### config.mk
export PLATFORM = sky130hd
export DESIGN_NAME = microroc_sc_top
export DESIGN_NICKNAME = d
export VERILOG_FILES = /design/src/hdl/usb_cmd_pkg.sv /design/src/hdl/sc_frame_pkg.sv /design/src/hdl/usb_cmd_decoder.sv /design/src/hdl/sc_word_fifo.sv /design/src/hdl/sc_shift_ctrl.sv /design/src/hdl/microroc_sc_top.sv
export VERILOG_INCLUDE_DIRS = /design/src /design/src/hdl
export SDC_FILE = /design/constraint.sdc
export NUM_CORES = 1
export LEC_CHECK = 0
export BUFFER_PORTS_ARGS = -buffer_cell sky130_fd_sc_hd__buf_2
export CORE_UTILIZATION = 30
export CTS_CLUSTER_SIZE = 30
export DETAILED_ROUTE_END_ITERATION = 10
export GPL_TIMING_DRIVEN = 0
export PLACE_DENSITY = 0.55
export SLEW_MARGIN = 20
export SYNTH_ARGS = -nofsm -noshare
export SYNTH_HDL_FRONTEND = slang
export SYNTH_SLANG_ARGS = --single-unit
### constraint.sdc
create_clock -name clk -period 4.6 [get_ports clk]
set_input_delay 0.23 -clock clk [delete_from_list [all_inputs] [get_ports clk]]
set_output_delay 0.23 -clock clk [all_outputs]
set_load 0.02 [all_outputs]
### src/hdl/microroc_sc_defs.svh
`ifndef MICROROC_SC_DEFS_SVH
`define MICROROC_SC_DEFS_SVH

////////////////////////////////////////////////////////////////////////////
// slow control path sizes
////////////////////////////////////////////////////////////////////////////

`define SC_WORD_W   16  // frame word and usb control word
`define DAC_W       10  // threshold dac code
`define HEADER_W    8   // asic header

// word buffer, must stay deeper than one frame
`define FIFO_DEPTH  8
`define FRAME_WORDS 4   // header, dac0, dac1, dac2

`define RST_CYCLES  2   // sr_rstb low time before a frame

`endif

### src/hdl/usb_cmd_pkg.sv
`include "microroc_sc_defs.svh"

// command side of the usb control path
package usb_cmd_pkg;

    // opcode lives in the top nibble of the control word
    typedef enum logic [3:0] {
        OP_DAC0   = 4'd1,
        OP_DAC1   = 4'd2,
        OP_DAC2   = 4'd3,
        OP_HEADER = 4'd4,
        OP_MODE   = 4'd5,
        OP_LOAD   = 4'd6   // frame out to the asic
    } sc_opcode_e;

    typedef struct packed {
        sc_opcode_e                opcode;
        logic [`SC_WORD_W-5:0]     arg;    // 12 bit argument
    } ctrl_word_t;

    // level on the select pin
    typedef enum logic [0:0] {
        MODE_READ = 1'b0,  // read register
        MODE_SC   = 1'b1   // slow control register
    } sc_mode_e;

endpackage

### src/hdl/sc_frame_pkg.sv
`include "microroc_sc_defs.svh"

// frame side, buffer entries and serializer
package sc_frame_pkg;

    typedef logic [`SC_WORD_W-1:0] sc_data_t;  // one serial word

    // first marks the header word of a frame
    typedef struct packed {
        logic     first;
        sc_data_t data;
    } sc_entry_t;

    typedef enum logic [2:0] {
        SH_IDLE,   // waiting for a word
        SH_RESET,  // sr_rstb low before a frame
        SH_LOW,    // sr_ck low, data set up
        SH_HIGH,   // sr_ck high, asic samples
        SH_NEXT    // word done, fetch or finish
    } shift_state_e;

endpackage

### src/hdl/usb_cmd_decoder.sv
`timescale 1ns/1ps
`include "microroc_sc_defs.svh"

module usb_cmd_decoder (
    input  logic                    clk,
    input  logic                    rst_n,
    input  logic                    ctrl_wr,
    input  usb_cmd_pkg::ctrl_word_t ctrl_word,
    output usb_cmd_pkg::sc_mode_e   mode,
    output logic                    push,
    output sc_frame_pkg::sc_entry_t entry,
    input  logic                    full
);
    import usb_cmd_pkg::*;
    import sc_frame_pkg::*;

    localparam int IDX_W = $clog2(`FRAME_WORDS);

    logic [`DAC_W-1:0]    dac0;      // threshold dacs
    logic [`DAC_W-1:0]    dac1;
    logic [`DAC_W-1:0]    dac2;
    logic [`HEADER_W-1:0] header;
    logic                 loading;   // frame push in progress
    logic [IDX_W-1:0]     word_idx;  // word of the frame being pushed

    ////////////////////////////////////////////////////////////////////////////
    // parameter registers
    ////////////////////////////////////////////////////////////////////////////

    // commands dropped while a frame goes out
    always_ff @(posedge clk or negedge rst_n) begin
        if (!rst_n) begin
            dac0   <= '0;
            dac1   <= '0;
            dac2   <= '0;
            header <= '0;
            mode   <= MODE_READ;
        end else if (ctrl_wr && !loading) begin
            case (ctrl_word.opcode)
                OP_DAC0:   dac0   <= ctrl_word.arg[`DAC_W-1:0];
                OP_DAC1:   dac1   <= ctrl_word.arg[`DAC_W-1:0];
                OP_DAC2:   dac2   <= ctrl_word.arg[`DAC_W-1:0];
                OP_HEADER: header <= ctrl_word.arg[`HEADER_W-1:0];
                OP_MODE:   mode   <= sc_mode_e'(ctrl_word.arg[0]);  // bit 0 only
                default: ;  // load and unused codes
            endcase
        end
    end

    ////////////////////////////////////////////////////////////////////////////
    // frame push
    ////////////////////////////////////////////////////////////////////////////

    assign push = loading && !full;  // stall in place on full

    always_ff @(posedge clk or negedge rst_n) begin
        if (!rst_n) begin
            loading  <= 1'b0;
            word_idx <= '0;
        end else if (!loading) begin
            if (ctrl_wr && ctrl_word.opcode == OP_LOAD) begin
                loading  <= 1'b1;
                word_idx <= '0;
            end
        end else if (push) begin
            if (word_idx == IDX_W'(`FRAME_WORDS - 1))
                loading <= 1'b0;  // last word accepted
            word_idx <= word_idx + 1'b1;
        end
    end

    // header, dac0, dac1, dac2, zero extended
    always_comb begin
        entry.first = (word_idx == '0);
        case (word_idx)
            IDX_W'(0): entry.data = sc_data_t'(header);
            IDX_W'(1): entry.data = sc_data_t'(dac0);
            IDX_W'(2): entry.data = sc_data_t'(dac1);
            default:   entry.data = sc_data_t'(dac2);
        endcase
    end

endmodule

### src/hdl/sc_word_fifo.sv
`timescale 1ns/1ps
`include "microroc_sc_defs.svh"

module sc_word_fifo (
    input  logic                    clk,
    input  logic                    rst_n,
    input  logic                    push,
    input  sc_frame_pkg::sc_entry_t wr_entry,
    output logic                    full,
    input  logic                    pop,
    output sc_frame_pkg::sc_entry_t rd_entry,
    output logic                    empty
);
    import sc_frame_pkg::*;

    localparam int PTR_W = $clog2(`FIFO_DEPTH);

    sc_entry_t        mem [`FIFO_DEPTH];
    logic [PTR_W-1:0] wr_ptr;
    logic [PTR_W-1:0] rd_ptr;
    logic [PTR_W:0]   count;   // one extra bit for full
    logic             do_pop;  // pop guarded against empty

    assign empty    = (count == '0);
    assign full     = (count == (PTR_W+1)'(`FIFO_DEPTH));
    assign do_pop   = pop && !empty;
    assign rd_entry = mem[rd_ptr];  // head falls through

    always_ff @(posedge clk) begin
        if (push)
            mem[wr_ptr] <= wr_entry;
    end

    // pointers wrap on the power of two depth
    always_ff @(posedge clk or negedge rst_n) begin
        if (!rst_n) begin
            wr_ptr <= '0;
            rd_ptr <= '0;
            count  <= '0;
        end else begin
            if (push)
                wr_ptr <= wr_ptr + 1'b1;
            if (do_pop)
                rd_ptr <= rd_ptr + 1'b1;
            case ({push, do_pop})
                2'b10:   count <= count + 1'b1;
                2'b01:   count <= count - 1'b1;
                default: ;  // both or neither
            endcase
        end
    end

endmodule

### src/hdl/sc_shift_ctrl.sv
`timescale 1ns/1ps
`include "microroc_sc_defs.svh"

module sc_shift_ctrl (
    input  logic                    clk,
    input  logic                    rst_n,
    output logic                    pop,
    input  sc_frame_pkg::sc_entry_t rd_entry,
    input  logic                    empty,
    output logic                    sr_rstb,
    output logic                    sr_ck,
    output logic                    sr_in,
    output logic                    config_done
);
    import sc_frame_pkg::*;

    localparam int BIT_W = $clog2(`SC_WORD_W);
    localparam int RST_W = $clog2(`RST_CYCLES + 1);

    shift_state_e     state;
    sc_data_t         shreg;      // msb goes out first
    logic [BIT_W-1:0] bit_cnt;    // bits left after this one
    logic [RST_W-1:0] rst_cnt;
    logic             frame_end;  // nothing more for this frame

    // a header word seen in SH_NEXT starts a new frame from idle
    assign pop = !empty && ((state == SH_IDLE) ||
                            (state == SH_NEXT && !rd_entry.first));
    assign frame_end = (state == SH_NEXT) && !pop;

    ////////////////////////////////////////////////////////////////////////////
    // serializer FSM
    ////////////////////////////////////////////////////////////////////////////

    always_ff @(posedge clk or negedge rst_n) begin
        if (!rst_n) begin
            state       <= SH_IDLE;
            bit_cnt     <= '0;
            rst_cnt     <= '0;
            config_done <= 1'b0;
        end else begin
            config_done <= frame_end;  // single cycle
            case (state)
                SH_IDLE, SH_NEXT: begin
                    if (pop) begin
                        bit_cnt <= BIT_W'(`SC_WORD_W - 1);
                        if (rd_entry.first) begin
                            rst_cnt <= RST_W'(`RST_CYCLES - 1);
                            state   <= SH_RESET;
                        end else begin
                            state <= SH_LOW;
                        end
                    end else begin
                        state <= SH_IDLE;
                    end
                end
                SH_RESET: begin
                    if (rst_cnt == '0)
                        state <= SH_LOW;
                    else
                        rst_cnt <= rst_cnt - 1'b1;
                end
                SH_LOW:  state <= SH_HIGH;  // setup half
                SH_HIGH: begin
                    if (bit_cnt == '0) begin
                        state <= SH_NEXT;
                    end else begin
                        bit_cnt <= bit_cnt - 1'b1;
                        state   <= SH_LOW;
                    end
                end
                default: state <= SH_IDLE;
            endcase
        end
    end

    always_ff @(posedge clk) begin
        if (pop)
            shreg <= rd_entry.data;
        else if (state == SH_HIGH && bit_cnt != '0)
            shreg <= shreg << 1;  // next bit after the rising edge
    end

    // pins decoded from state, idle levels ck=0 in=0 rstb=1
    assign sr_ck   = (state == SH_HIGH);
    assign sr_rstb = (state != SH_RESET);
    assign sr_in   = ((state == SH_LOW) || (state == SH_HIGH)) && shreg[`SC_WORD_W-1];

endmodule

### src/hdl/microroc_sc_top.sv
`timescale 1ns/1ps
`include "microroc_sc_defs.svh"

module microroc_sc_top (
    input  logic                  clk,
    input  logic                  rst_n,
    input  logic                  ctrl_wr,      // one cycle strobe from usb
    input  logic [`SC_WORD_W-1:0] ctrl_word,
    output logic                  select,       // 1 slow control, 0 read register
    output logic                  sr_rstb,      // selected register reset
    output logic                  sr_ck,        // selected register clock
    output logic                  sr_in,        // selected register data
    output logic                  config_done
);
    import usb_cmd_pkg::*;
    import sc_frame_pkg::*;

    sc_mode_e  mode;
    logic      push;
    logic      pop;
    logic      full;
    logic      empty;
    sc_entry_t wr_entry;  // decoder to buffer
    sc_entry_t rd_entry;  // buffer head to shifter

    usb_cmd_decoder decoder_i (
        .clk       (clk),
        .rst_n     (rst_n),
        .ctrl_wr   (ctrl_wr),
        .ctrl_word (ctrl_word),  // packed into opcode and argument
        .mode      (mode),
        .push      (push),
        .entry     (wr_entry),
        .full      (full)
    );

    sc_word_fifo fifo_i (
        .clk      (clk),
        .rst_n    (rst_n),
        .push     (push),
        .wr_entry (wr_entry),
        .full     (full),
        .pop      (pop),
        .rd_entry (rd_entry),
        .empty    (empty)
    );

    sc_shift_ctrl shifter_i (
        .clk         (clk),
        .rst_n       (rst_n),
        .pop         (pop),
        .rd_entry    (rd_entry),
        .empty       (empty),
        .sr_rstb     (sr_rstb),
        .sr_ck       (sr_ck),
        .sr_in       (sr_in),
        .config_done (config_done)
    );

    assign select = mode;  // enum level straight to the pin

endmodule

==> impl_metrics.csv, run 1 <==
group,metric,value,unit
power_and_ir_drop,p_clk_frac,0.246,
logic_synthesis,synth_fp_nets,456,
logic_synthesis,yosysWarnings,0,
logic_synthesis,yosys-mux-area-fraction,0.190,
power_and_ir_drop,p_per_area,676,nW/um2
clocking,cts_resized,0,
floorplanning,core_area,23000,um2
route,routedWlPerCell,16.3,um
grt,grt_max_degree,63,
timing,slew_headroom,0.310,
run_status,status,"finished, final reports clean",
route,drc,0,
power_and_ir_drop,power.switching,1.84,mW
clocking,numCtsBuffers,17,
critical_path,crit_chain,"or4b_1 -> and2_1 -> clkbuf_1 -> inv_2 -> ha_1 -> ha_1 -> a21o_1 -> a21oi_1 -> mux2i_1 -> xnor2_1",
grt,grtUsageTotal,0.116,
timing,rsz0062_at_grt,"no",
logic_synthesis,synth-simple-area-share,0.0571,
route,antenna_left,0,
logic_synthesis,async_flop_share,0.373,
logic_synthesis,ys_ff_latch,166,
cells_and_area,fillers,2200,
power_and_ir_drop,peakVddDrop,279,uV
timing,finalSetupViolations,0,
clocking,clk_pin_slew,0.07,ns
logic_synthesis,seq_area_frac_synth,0.657,
logic_synthesis,netlist_instances,424,
placement,place.detailed.hpwl,8.66,mm
timing,fin_crit_sh,0.647,
critical_path,required,4.94,ns
logic_synthesis,netlist_top_cells_area,"edfxtp_1 (44%), dfrtp_1 (22%), mux2_2 (8.5%)",
logic_synthesis,synth_cell_types,51,
cells_and_area,seqCellArea,4670,um2
clocking,post_cts_buffers,0,
critical_path,path_class,"reg2reg",
clocking,htreeDepth,4,
timing,finClkSkew,0.00920,ns
floorplanning,rows,55,
logic_synthesis,synth_commonest_cells,"edfxtp_1 (104), dfrtp_1 (62), mux2_2 (54)",
clocking,cts.sinks,166,
critical_path,end_kind,"flop",
critical_path,cp_slowest_cell,"or4b_1",
grt,grt_pass1_vias,3867,
clocking,hold_buffers,1,
route,drt_first_iter_violations,234,
timing,tns,0,ns
clocking,root_buffer,"clkbuf_16",
timing,timing.hold.ws,0.0707,ns
placement,place_ws,1.59,ns
worst_hold_path,hp-class,"in2reg",
clocking,cts_tree,"done",
power_and_ir_drop,leakage,3.15,nW
route,vias_per_cell,4.61,
timing,setup_slack,1.63,ns
route,vias,3678,
logic_synthesis,synth-compound-area-share,0.0383,
logic_synthesis,synth-xor-area-share,0.00985,
clocking,cts_buffer_depth,2,
logic_synthesis,yosysTopAreaCell,"edfxtp_1",
timing,worst_pin_slew,1.02,ns
job,maxCapViolations,0,
floorplanning,die_h,156,um
cells_and_area,layout-drive-gt1-share,0.295,
power_and_ir_drop,power_frac_comb,0.321,
grt,antenna_found_initial,0,
floorplanning,initial_utilization,0.310,
floorplanning,boundaryPins,24,
floorplanning,dieArea,24300,um2
cells_and_area,area_growth,16.5,%
critical_path,cp_max_fo,7,
route,drt-pass1-iter-count,5,
power_and_ir_drop,swShare,0.328,
grt,grt_pass1_wl,21.0,mm
cells_and_area,num_antenna_cells,0,
cells_and_area,multi_input_area,2300,um2
logic_synthesis,synth_top_family_by_area,"multiplexers",
clocking,clk_latency,0.42,ns
timing,hold_viol,0,
logic_synthesis,synth-edff-count,104,
grt,grt.overflow.total,0,
cells_and_area,fin_nets,503,
power_and_ir_drop,p_int,3.77,mW
timing,timing.fmax,336,MHz
power_and_ir_drop,p_seq_frac,0.433,
logic_synthesis,postSynthAreaPerCell,16.8,um2
logic_synthesis,synth_top_area_share,0.439,
timing,slew_viol_final,0,
logic_synthesis,ys.flop_type,"edfxtp_1",
floorplanning,dieWidth,156,um
timing,period_needed,2.97,ns
critical_path,cp.arrival,3.31,ns
critical_path,cpPeakStageDelay,0.64,ns
logic_synthesis,syn_area,7120,um2
critical_path,worstSetupStartpointType,"flop",
logic_synthesis,yosys.area_share.adder,0.0239,
placement,port-buffer-count,21,
route,routed_wl,13.0,mm
placement,gp_congestion,0.683,
logic_synthesis,synth_most_common_cell,"edfxtp_1",
critical_path,worst_path_most_repeated_cell,"ha_1",
## layout by cell type (no fill, tap or decap), types with 2 or more instances in the layout
cell type,n
clkbuf_16,17
mux4_1,19
nor2_2,3
or2_2,2
inv_8,7
buf_4,4
nand2b_1,4
mux2_2,54
buf_2,22
nor2b_1,11
ha_1,12
a311oi_1,2
a21o_1,2
clkbuf_1,9
mux2i_1,13
mux2_4,6
buf_6,6
a21oi_1,6
nor3_2,4
and2_1,2
a222oi_1,8
dfrtp_1,62
xor2_1,4
inv_1,20
nand3_1,3
a31oi_1,2
inv_6,2
and3b_1,2
clkinv_4,4
nor2_1,9
xnor2_1,4
nor3_1,3
o21ai_0,4
edfxtp_1,104
nand2_1,19
a22oi_1,2
buf_1,2
## final cells by class
class	count	share of cell area
clock inverter	15	0.0187
tap	313	0.0473
clock buffer	17	0.0513
multi-input combinational	221	0.278
buffer	16	0.0113
sequential	166	0.564
inverter	21	0.00951
timing repair buffer	28	0.0199
## power by group through the flow
stage | combinational, mW | sequential, mW | clock [mW]
2_1_floorplan | 1.37 | 2.38 | 0
3_3_place_gp | 1.74 | 2.42 | 0
3_5_place_dp | 1.83 | 2.46 | 0
4_1_cts | 1.84 | 2.43 | 1.41
5_1_grt | 2.00 | 2.47 | 1.48
6_report | 1.80 | 2.42 | 1.38
## routing by layer
metal | GRT usage | vias to the layer above | routed length [um]
li1 | - | 1725 | -
met1 | 0.145 | 1889 | 6020
met2 | 0.196 | 56 | 6420
met3 | 0.0306 | 8 | 438
met4 | 0.0364 | 0 | 121
met5 | 0 | - | 0
## cell families (layout without fill, tap and decap cells)
family                     count (synthesis)  after routing
AOI/OAI and AO/OA                         33             33
xor gates and xnor gates                   8              8
buffers and inverters                     37             97
adders and majority gates                 13             13
muxes                                     93             93
and+or+nand+nor                           74             74
DFF                                      166            166
## state kept, by name, summed over array words and instances (netlist names)
signal / cells
decoder_i.dac0: 10
decoder_i.dac1: 10
decoder_i.dac2: 10
decoder_i.header: 8
decoder_i.loading: 1
decoder_i.mode: 1
decoder_i.word_idx: 2
fifo_i.count: 4
fifo_i.mem: 88
fifo_i.rd_ptr: 3
fifo_i.wr_ptr: 3
shifter_i.bit_cnt: 4
shifter_i.config_done: 1
shifter_i.rst_cnt: 2
shifter_i.shreg: 16
shifter_i.state: 3
## metrics by stage
stage | utilization | instances | cell area (um2) | power [mW]
global route | 0.361 | 797 | 8290 | 5.95
floorplan | - | 424 | 7120 | 3.75
detailed placement | 0.335 | 764 | 7700 | 4.29
global placement | 0.331 | 758 | 7610 | 4.16
finish | 0.361 | 797 | 8290 | 5.61
CTS | 0.361 | 797 | 8290 | 5.68
## critical path, delay by kind of cell, from the launching register on
| family | cells | cell delay [ns] |
|---|---|---|
| DFF | 1 | 0.43 |
| adders and majority gates | 2 | 0.52 |
| buffers and inverters | 2 | 0.38 |
| AOI/OAI and AO/OA | 2 | 0.35 |
| xor gates and xnor gates | 1 | 0.14 |
| and+or+nand+nor | 2 | 0.85 |
| muxes | 1 | 0.23 |
## final timing paths
check / start / endpoint / slack [ns] / cells past startpoint
setup / recovery: fifo_i.count[1]$_DFFE_PN0P_ / fifo_i.count[3]$_DFFE_PN0P_ / 1.63 / 10
hold / removal: ctrl_word[6] / decoder_i.dac2[6]$_DFFE_PN0P_ / 0.07 / 2
setup reg to reg: fifo_i.count[1]$_DFFE_PN0P_ / fifo_i.count[3]$_DFFE_PN0P_ / 1.63 / 10
hold reg to reg: decoder_i.dac2[4]$_DFFE_PN0P_ / decoder_i.dac2[4]$_DFFE_PN0P_ / 0.51 / 1
max in group asynchronous: rst_n / shifter_i.rst_cnt[0]$_DFFE_PN0P_ / 3.62 / 2
min in group asynchronous: rst_n / decoder_i.dac1[7]$_DFFE_PN0P_ / 0.41 / 2
(Power assumes the default switching activity.)
==> run 2: changes to the inputs <==
PLACE_DENSITY = 0.57   (was 0.55)
clock period = 2.42 ns   (was 4.6 ns; I/O delays follow)
==> run 2 against run 1 <==
The run now ends with negative setup slack left. Sequential power is 91% higher. Die area unchanged. Via count grew 1.0%. Global-route usage barely moved. Non-clock buffer count grew 19. Count of clock-buffer cells in the layout increased by 3. Sequential share of layout area decreased by 1.9 points. Worst hold slack improved by 0.0068 ns. Critical path type unchanged.
==> impl_metrics.csv, run 2 (synthesis gave the netlist of run 1 again) <==
group,metric,value,unit
cells_and_area,fin_nets,522,
timing,setup_slack,-0.0492,ns
cells_and_area,largestRegisters,"fifo_i.mem: 88 flops, shifter_i.shreg: 16 flops",
critical_path,cpPeakStageDelay,0.39,ns
grt,grt_max_degree,63,
cells_and_area,largest_register_ffs,88,
clocking,numCtsBuffers,17,
power_and_ir_drop,peakVddDrop,552,uV
route,routed_wl,13.0,mm
cells_and_area,multi_input_area,2410,um2
job,maxCapViolations,0,
critical_path,crit_chain,"buf_6 -> mux2_4 -> a2bb2oi_4 -> a31oi_4 -> buf_8 -> ha_4 -> ha_4 -> a21o_1 -> a21oi_2 -> mux2i_1 -> xnor2_1",
grt,grt_pass1_vias,3787,
critical_path,crit_family,"compound AO/OA/AOI/OAI gates",
cells_and_area,fillers,2183,
floorplanning,boundaryPins,24,
floorplanning,die_h,156,um
placement,place_area,7750,um2
grt,antenna_found_initial,0,
critical_path,worstSetupStartpointType,"flop",
route,antenna_left,0,
run_status,status,"finished with violations",
cells_and_area,top_register,"fifo_i.mem",
cells_and_area,layout-drive-gt1-share,0.330,
grt,use_met2,0.196,
floorplanning,dieWidth,156,um
timing,slew_headroom,0.449,
timing,finClkSkew,0.00793,ns
run_status,violations,"negative setup slack",
cells_and_area,mostFrequentLayoutCell,"edfxtp_1",
cells_and_area,area_growth,20.5,%
route,routedWlPerCell,16.0,um
floorplanning,core_area,23000,um2
placement,gp_congestion,0.687,
cells_and_area,final_area,8570,um2
route,drc,0,
clocking,cts_tree,"done",
timing,tns,-0.107,ns
grt,grt.overflow.total,0,
critical_path,end_kind,"flop",
power_and_ir_drop,power.total,11.0,mW
route,drt-pass1-iter-count,4,
timing,timing.fmax,405,MHz
route,vias_per_cell,4.55,
grt,grtUsageTotal,0.117,
timing,period_needed,2.47,ns
route,drt_first_iter_violations,209,
clocking,cts_buffer_depth,2,
grt,met1_usage,0.143,
power_and_ir_drop,leakage,3.25,nW
grt,grt_busiest_layer,"met2",
power_and_ir_drop,p_per_area,1290,nW/um2
timing,worst_pin_slew,0.826,ns
critical_path,cp.arrival,2.78,ns
clocking,clk_latency,0.43,ns
critical_path,cp_slowest_cell,"dfrtp_1",
floorplanning,dieArea,24300,um2
route,vias,3715,
critical_path,path_class,"reg2reg",
cells_and_area,fin_util,0.373,
timing,slew_viol_final,0,
floorplanning,rows,55,
cells_and_area,num_antenna_cells,0,
critical_path,cp_max_fo,5,
cells_and_area,final_cell_mix,"edfxtp_1 (104), dfrtp_1 (61), mux2_2 (54), buf_2 (20)",
clocking,root_buffer,"clkbuf_16",
timing,rsz0062_at_grt,"yes",
placement,port-buffer-count,21,
clocking,clk_pin_slew,0.06,ns
critical_path,critPathBufInv,2,
critical_path,required,2.73,ns
timing,hold_viol,0,
timing,fin_crit_sh,1.02,
timing,finalSetupViolations,3,
clocking,htreeDepth,4,
floorplanning,initial_utilization,0.310,
placement,place.detailed.hpwl,8.57,mm
grt,grt_util_met3,0.0325,
grt,grt_pass1_wl,20.9,mm
critical_path,worst_path_most_repeated_cell,"ha_4",
clocking,cts.sinks,166,
cells_and_area,seqCellArea,4680,um2
worst_hold_path,hp-class,"in2reg",
[run 2: changes by cell type in the layout (fill, tap and decap cells not counted), sizes merged]
cell	change
buf	+10
bufinv	+2
clkbuf	+2
clkinvlp	+2
dlygate4sd3	+10
inv	-7
[run 2: repair_timing]
item / CTS / global route
hold endpoints to repair: 101 / 0
buffers inserted: 8 / 3
setup endpoints to repair: 40 / 104
gates resized for setup: 8 / 15
hold buffers: 11 / 0
pin swaps: 4 / 6
[run 2: cell type report]
cell class,count,area share
flip-flops and latches,166,0.545
plain buffers,15,0.0114
multi-input cells,221,0.281
well taps,313,0.0457
repair buffers,48,0.0412
clock inverters,12,0.0150
clock buffers,20,0.0509
inverters,21,0.00949
[run 2: final timing paths]
check | start | endpoint | slack (ns) | cells past startpoint
max in group asynchronous | rst_n | fifo_i.count[1]$_DFFE_PN0P_ | 1.49 | 2
min in group asynchronous | rst_n | decoder_i.dac2[7]$_DFFE_PN0P_ | 0.32 | 2
hold / removal | ctrl_word[13] | decoder_i.mode$_DFFE_PN0P_ | 0.08 | 4
setup / recovery | fifo_i.rd_ptr[0]$_DFFE_PN0N_ | fifo_i.count[3]$_DFFE_PN0P_ | -0.05 | 11
hold reg to reg | decoder_i.dac2[6]$_DFFE_PN0P_ | decoder_i.dac2[6]$_DFFE_PN0P_ | 0.50 | 1
setup reg to reg | fifo_i.rd_ptr[0]$_DFFE_PN0N_ | fifo_i.count[3]$_DFFE_PN0P_ | -0.05 | 11
[run 2: power by group]
part	switching, mW	total (mW)	internal, mW
Clock	1.07	2.59	1.52
Combinational	1.96	3.82	1.86
Sequential	0.422	4.63	4.21
Total	3.46	11.0	7.58
[run 2: per-layer routing]
metal	vias to the layer above	part of all wire
met5	-	0
met4	0	0.012
met3	12	0.031
met2	58	0.50
met1	1874	0.46
li1	1771	-
[run 2: tightest hold or removal path, delay by kind of cell]
| kind | cells | cell delay, ns |
|---|---|---|
| buffers and inverters | 1 | 0.10 |
| muxes | 1 | 0.14 |
| and+or+nand+nor | 2 | 0.11 |
[run 2: through the flow]
stage               std cells  hold slack, ns  worst slack (ns)
finish                    816          0.0775           -0.0492
floorplan                 424          -0.175           -0.0767
global route              816           0.101            -0.160
detailed placement        763           0.270            -0.452
global placement          758           0.387            -0.846
CTS                       813          0.0624           -0.0743
==> run 3: changes to the inputs <==
ABC_AREA = 1   (was unset)
SLEW_MARGIN = unset   (was 20)
==> run 3 against run 2 <==
The flow now finishes without violations. Power increased by 0.84%. Worst hold slack got worse by 0.065 ns. Die area shrank 0.38%. Synthesized cell count grew 60%. Register-to-register slack improved by 0.11 ns. Routed wire length grew 16%.
==> impl_metrics.csv, run 3 <==
group,metric,value,unit
run_status,status,"finished, final reports clean",
cells_and_area,final_cell_mix,"nand2_1 (173), edfxtp_1 (104), o21ai_0 (82), nor2_1 (67), dfrtp_1 (62)",
grt,grtUsageTotal,0.134,
cells_and_area,num_antenna_cells,0,
critical_path,r2r_start,"fifo_i.rd_ptr[0]$_DFFE_PN0N_",
timing,rsz0062_at_grt,"yes",
timing,finClkSkew,0.00768,ns
placement,gp_congestion,0.729,
grt,grt_pass1_wl,24.7,mm
timing,slew_viol_final,0,
clocking,post_cts_buffers,0,
cells_and_area,largest_register_ffs,88,
logic_synthesis,seq_area_frac_synth,0.659,
placement,place_ws,-0.141,ns
logic_synthesis,netlist_instances,680,
cells_and_area,fin_nets,758,
critical_path,cp.arrival,2.66,ns
route,routedWlPerCell,14.3,um
worst_hold_path,worst_hold_path.endpoint,"decoder_i.dac2[5]$_DFFE_PN0P_",
clocking,numCtsBuffers,17,
timing,setup_slack,0.0593,ns
logic_synthesis,synth-edff-count,104,
cells_and_area,finalNonFillerCells,1052,
route,antenna_left,0,
critical_path,regToRegSetupSlack,0.06,ns
power_and_ir_drop,power.total,11.1,mW
power_and_ir_drop,peakVddDrop,634,uV
grt,grt_pass1_vias,4821,
logic_synthesis,syn_area,7090,um2
floorplanning,dieWidth,156,um
logic_synthesis,postSynthAreaPerCell,10.4,um2
clocking,cts.sinks,166,
worst_hold_path,hp-class,"in2reg",
job,maxCapViolations,0,
timing,finalSetupViolations,0,
clocking,htreeDepth,4,
cells_and_area,mostFrequentLayoutCell,"nand2_1",
worst_hold_path,whs_path_depth,3,
critical_path,ff2ff_path_depth,15,
logic_synthesis,synth_most_common_cell,"nand2_1",
cells_and_area,layout-drive-gt1-share,0.122,
route,drt_first_iter_violations,306,
logic_synthesis,synth_cell_types,33,
logic_synthesis,ys_ff_latch,166,
critical_path,path_class,"reg2reg",
clocking,clk_latency,0.42,ns
cells_and_area,area_growth,17.1,%
critical_path,r2r_end,"fifo_i.count[3]$_DFFE_PN0P_",
grt,antenna_found_initial,0,
logic_synthesis,synth_commonest_cells,"nand2_1 (173), edfxtp_1 (104), o21ai_0 (83)",
grt,grt_max_degree,63,
logic_synthesis,netlist_top_cells_area,"edfxtp_1 (44%), dfrtp_1 (22%), nand2_1 (9.2%)",
route,drt-pass1-iter-count,4,
placement,port-buffer-count,21,
route,routed_wl,15.1,mm
floorplanning,initial_utilization,0.309,
logic_synthesis,yosysTopAreaCell,"edfxtp_1",
clocking,cts_buffer_depth,2,
floorplanning,core_area,22900,um2
placement,place.detailed.hpwl,9.78,mm
logic_synthesis,yosysWarnings,0,
timing,fin_crit_sh,0.975,
critical_path,end_kind,"flop",
clocking,clk_pin_slew,0.06,ns
critical_path,required,2.72,ns
critical_path,worstSetupStartpointType,"flop",
logic_synthesis,synth_top_area_share,0.441,
timing,period_needed,2.36,ns
route,drc,0,
logic_synthesis,synth_fp_nets,712,
power_and_ir_drop,leakage,3.38,nW
cells_and_area,top_register,"fifo_i.mem",
critical_path,worstSetupStartpoint,"fifo_i.rd_ptr[0]$_DFFE_PN0N_",
timing,timing.fmax,424,MHz
cells_and_area,fillers,2263,
route,vias_per_cell,4.57,
floorplanning,die_h,156,um
critical_path,cp_max_fo,13,
floorplanning,rows,55,
timing,slew_headroom,0.400,
logic_synthesis,ys.flop_type,"edfxtp_1",
clocking,root_buffer,"clkbuf_16",
floorplanning,boundaryPins,24,
route,vias,4807,
clocking,cts_tree,"done",
worst_hold_path,hp-start,"ctrl_word[5]",
placement,place_inst,1014,
timing,hold_viol,0,
logic_synthesis,async_flop_share,0.373,
power_and_ir_drop,p_per_area,1340,nW/um2
cells_and_area,largestRegisters,"fifo_i.mem: 88 flops, shifter_i.shreg: 16 flops",
grt,grt.overflow.total,0,
cells_and_area,fin_util,0.362,
floorplanning,dieArea,24300,um2
timing,worst_pin_slew,0.897,ns
## run 3: critical path: stages (launching register included)
cell,delay (ns)
dfrtp_1,0.40
buf_6,0.16
inv_4,0.10
nand2_1,0.06
nand3_1,0.07
nand2_1,0.08
nand2_2,0.09
nand3_4,0.13
nand2_8,0.16
ha_4,0.17
ha_1,0.26
a21oi_1,0.14
nand2_1,0.08
a21oi_1,0.12
o21ai_1,0.09
xor2_1,0.14
## run 3: kinds of logic after synthesis
logic type	Yosys count	share of synthesized area
xor+xnor	6	0.00741
simple gates	281	0.161
flops	166	0.659
fa+ha+maj	13	0.0240
compound gates	133	0.0999
buf+inv	81	0.0487
## run 3: power breakdown
part           switching, mW  internal (mW)
Combinational           2.71           1.27
Sequential             0.340           4.17
Clock                   1.12           1.53
Total                   4.17           6.97
## run 3: repair_timing
item / CTS / global route
hold buffers: 7 / 0
endpoints found under the setup margin: 67 / 50
resized for setup: 8 / 9
hold endpoints to repair: 72 / 0
## run 3: layer usage
| metal | track usage | share of wire |
|---|---|---|
| met3 | 0.0325 | 0.052 |
| met5 | 0 | 0 |
| met2 | 0.224 | 0.48 |
| met1 | 0.166 | 0.46 |
| met4 | 0.0509 | 0.0069 |
## run 3: worst max path at each step
stage,endpoint,cells after the start,slack [ns]
3_3_place_gp,fifo_i.count[3]$_DFFE_PN0P_,16,-0.08
2_1_floorplan,fifo_i.count[3]$_DFFE_PN0P_,16,0.15
3_5_place_dp,fifo_i.mem[4][4]$_DFFE_PP_,6,-0.14
5_1_grt,fifo_i.count[3]$_DFFE_PN0P_,15,-0.17
6_report,fifo_i.count[3]$_DFFE_PN0P_,15,0.06
4_1_cts,fifo_i.count[3]$_DFFE_PN0P_,16,-0.12
## run 3: area by class of cell
class	instances	area, um2	share of cell area
buffer	28	136	0.0164
clock buffer	18	429	0.0517
clock inverter	14	153	0.0184
inverter	52	198	0.0238
multi-input combinational	433	2140	0.258
sequential	166	4670	0.563
tap	313	392	0.0472
timing repair buffer	28	178	0.0214
## run 3: through the flow
stage	TNS, ns	cell area, um2	hold WS (ns)
after floorplan	0	7090	-0.175
after global placement	-2.92	7590	0.423
after detailed placement	-3.70	7590	0.273
after CTS	-0.121	8260	0.00278
after global routing	-0.169	8300	0.0133
final	0	8300	0.0127
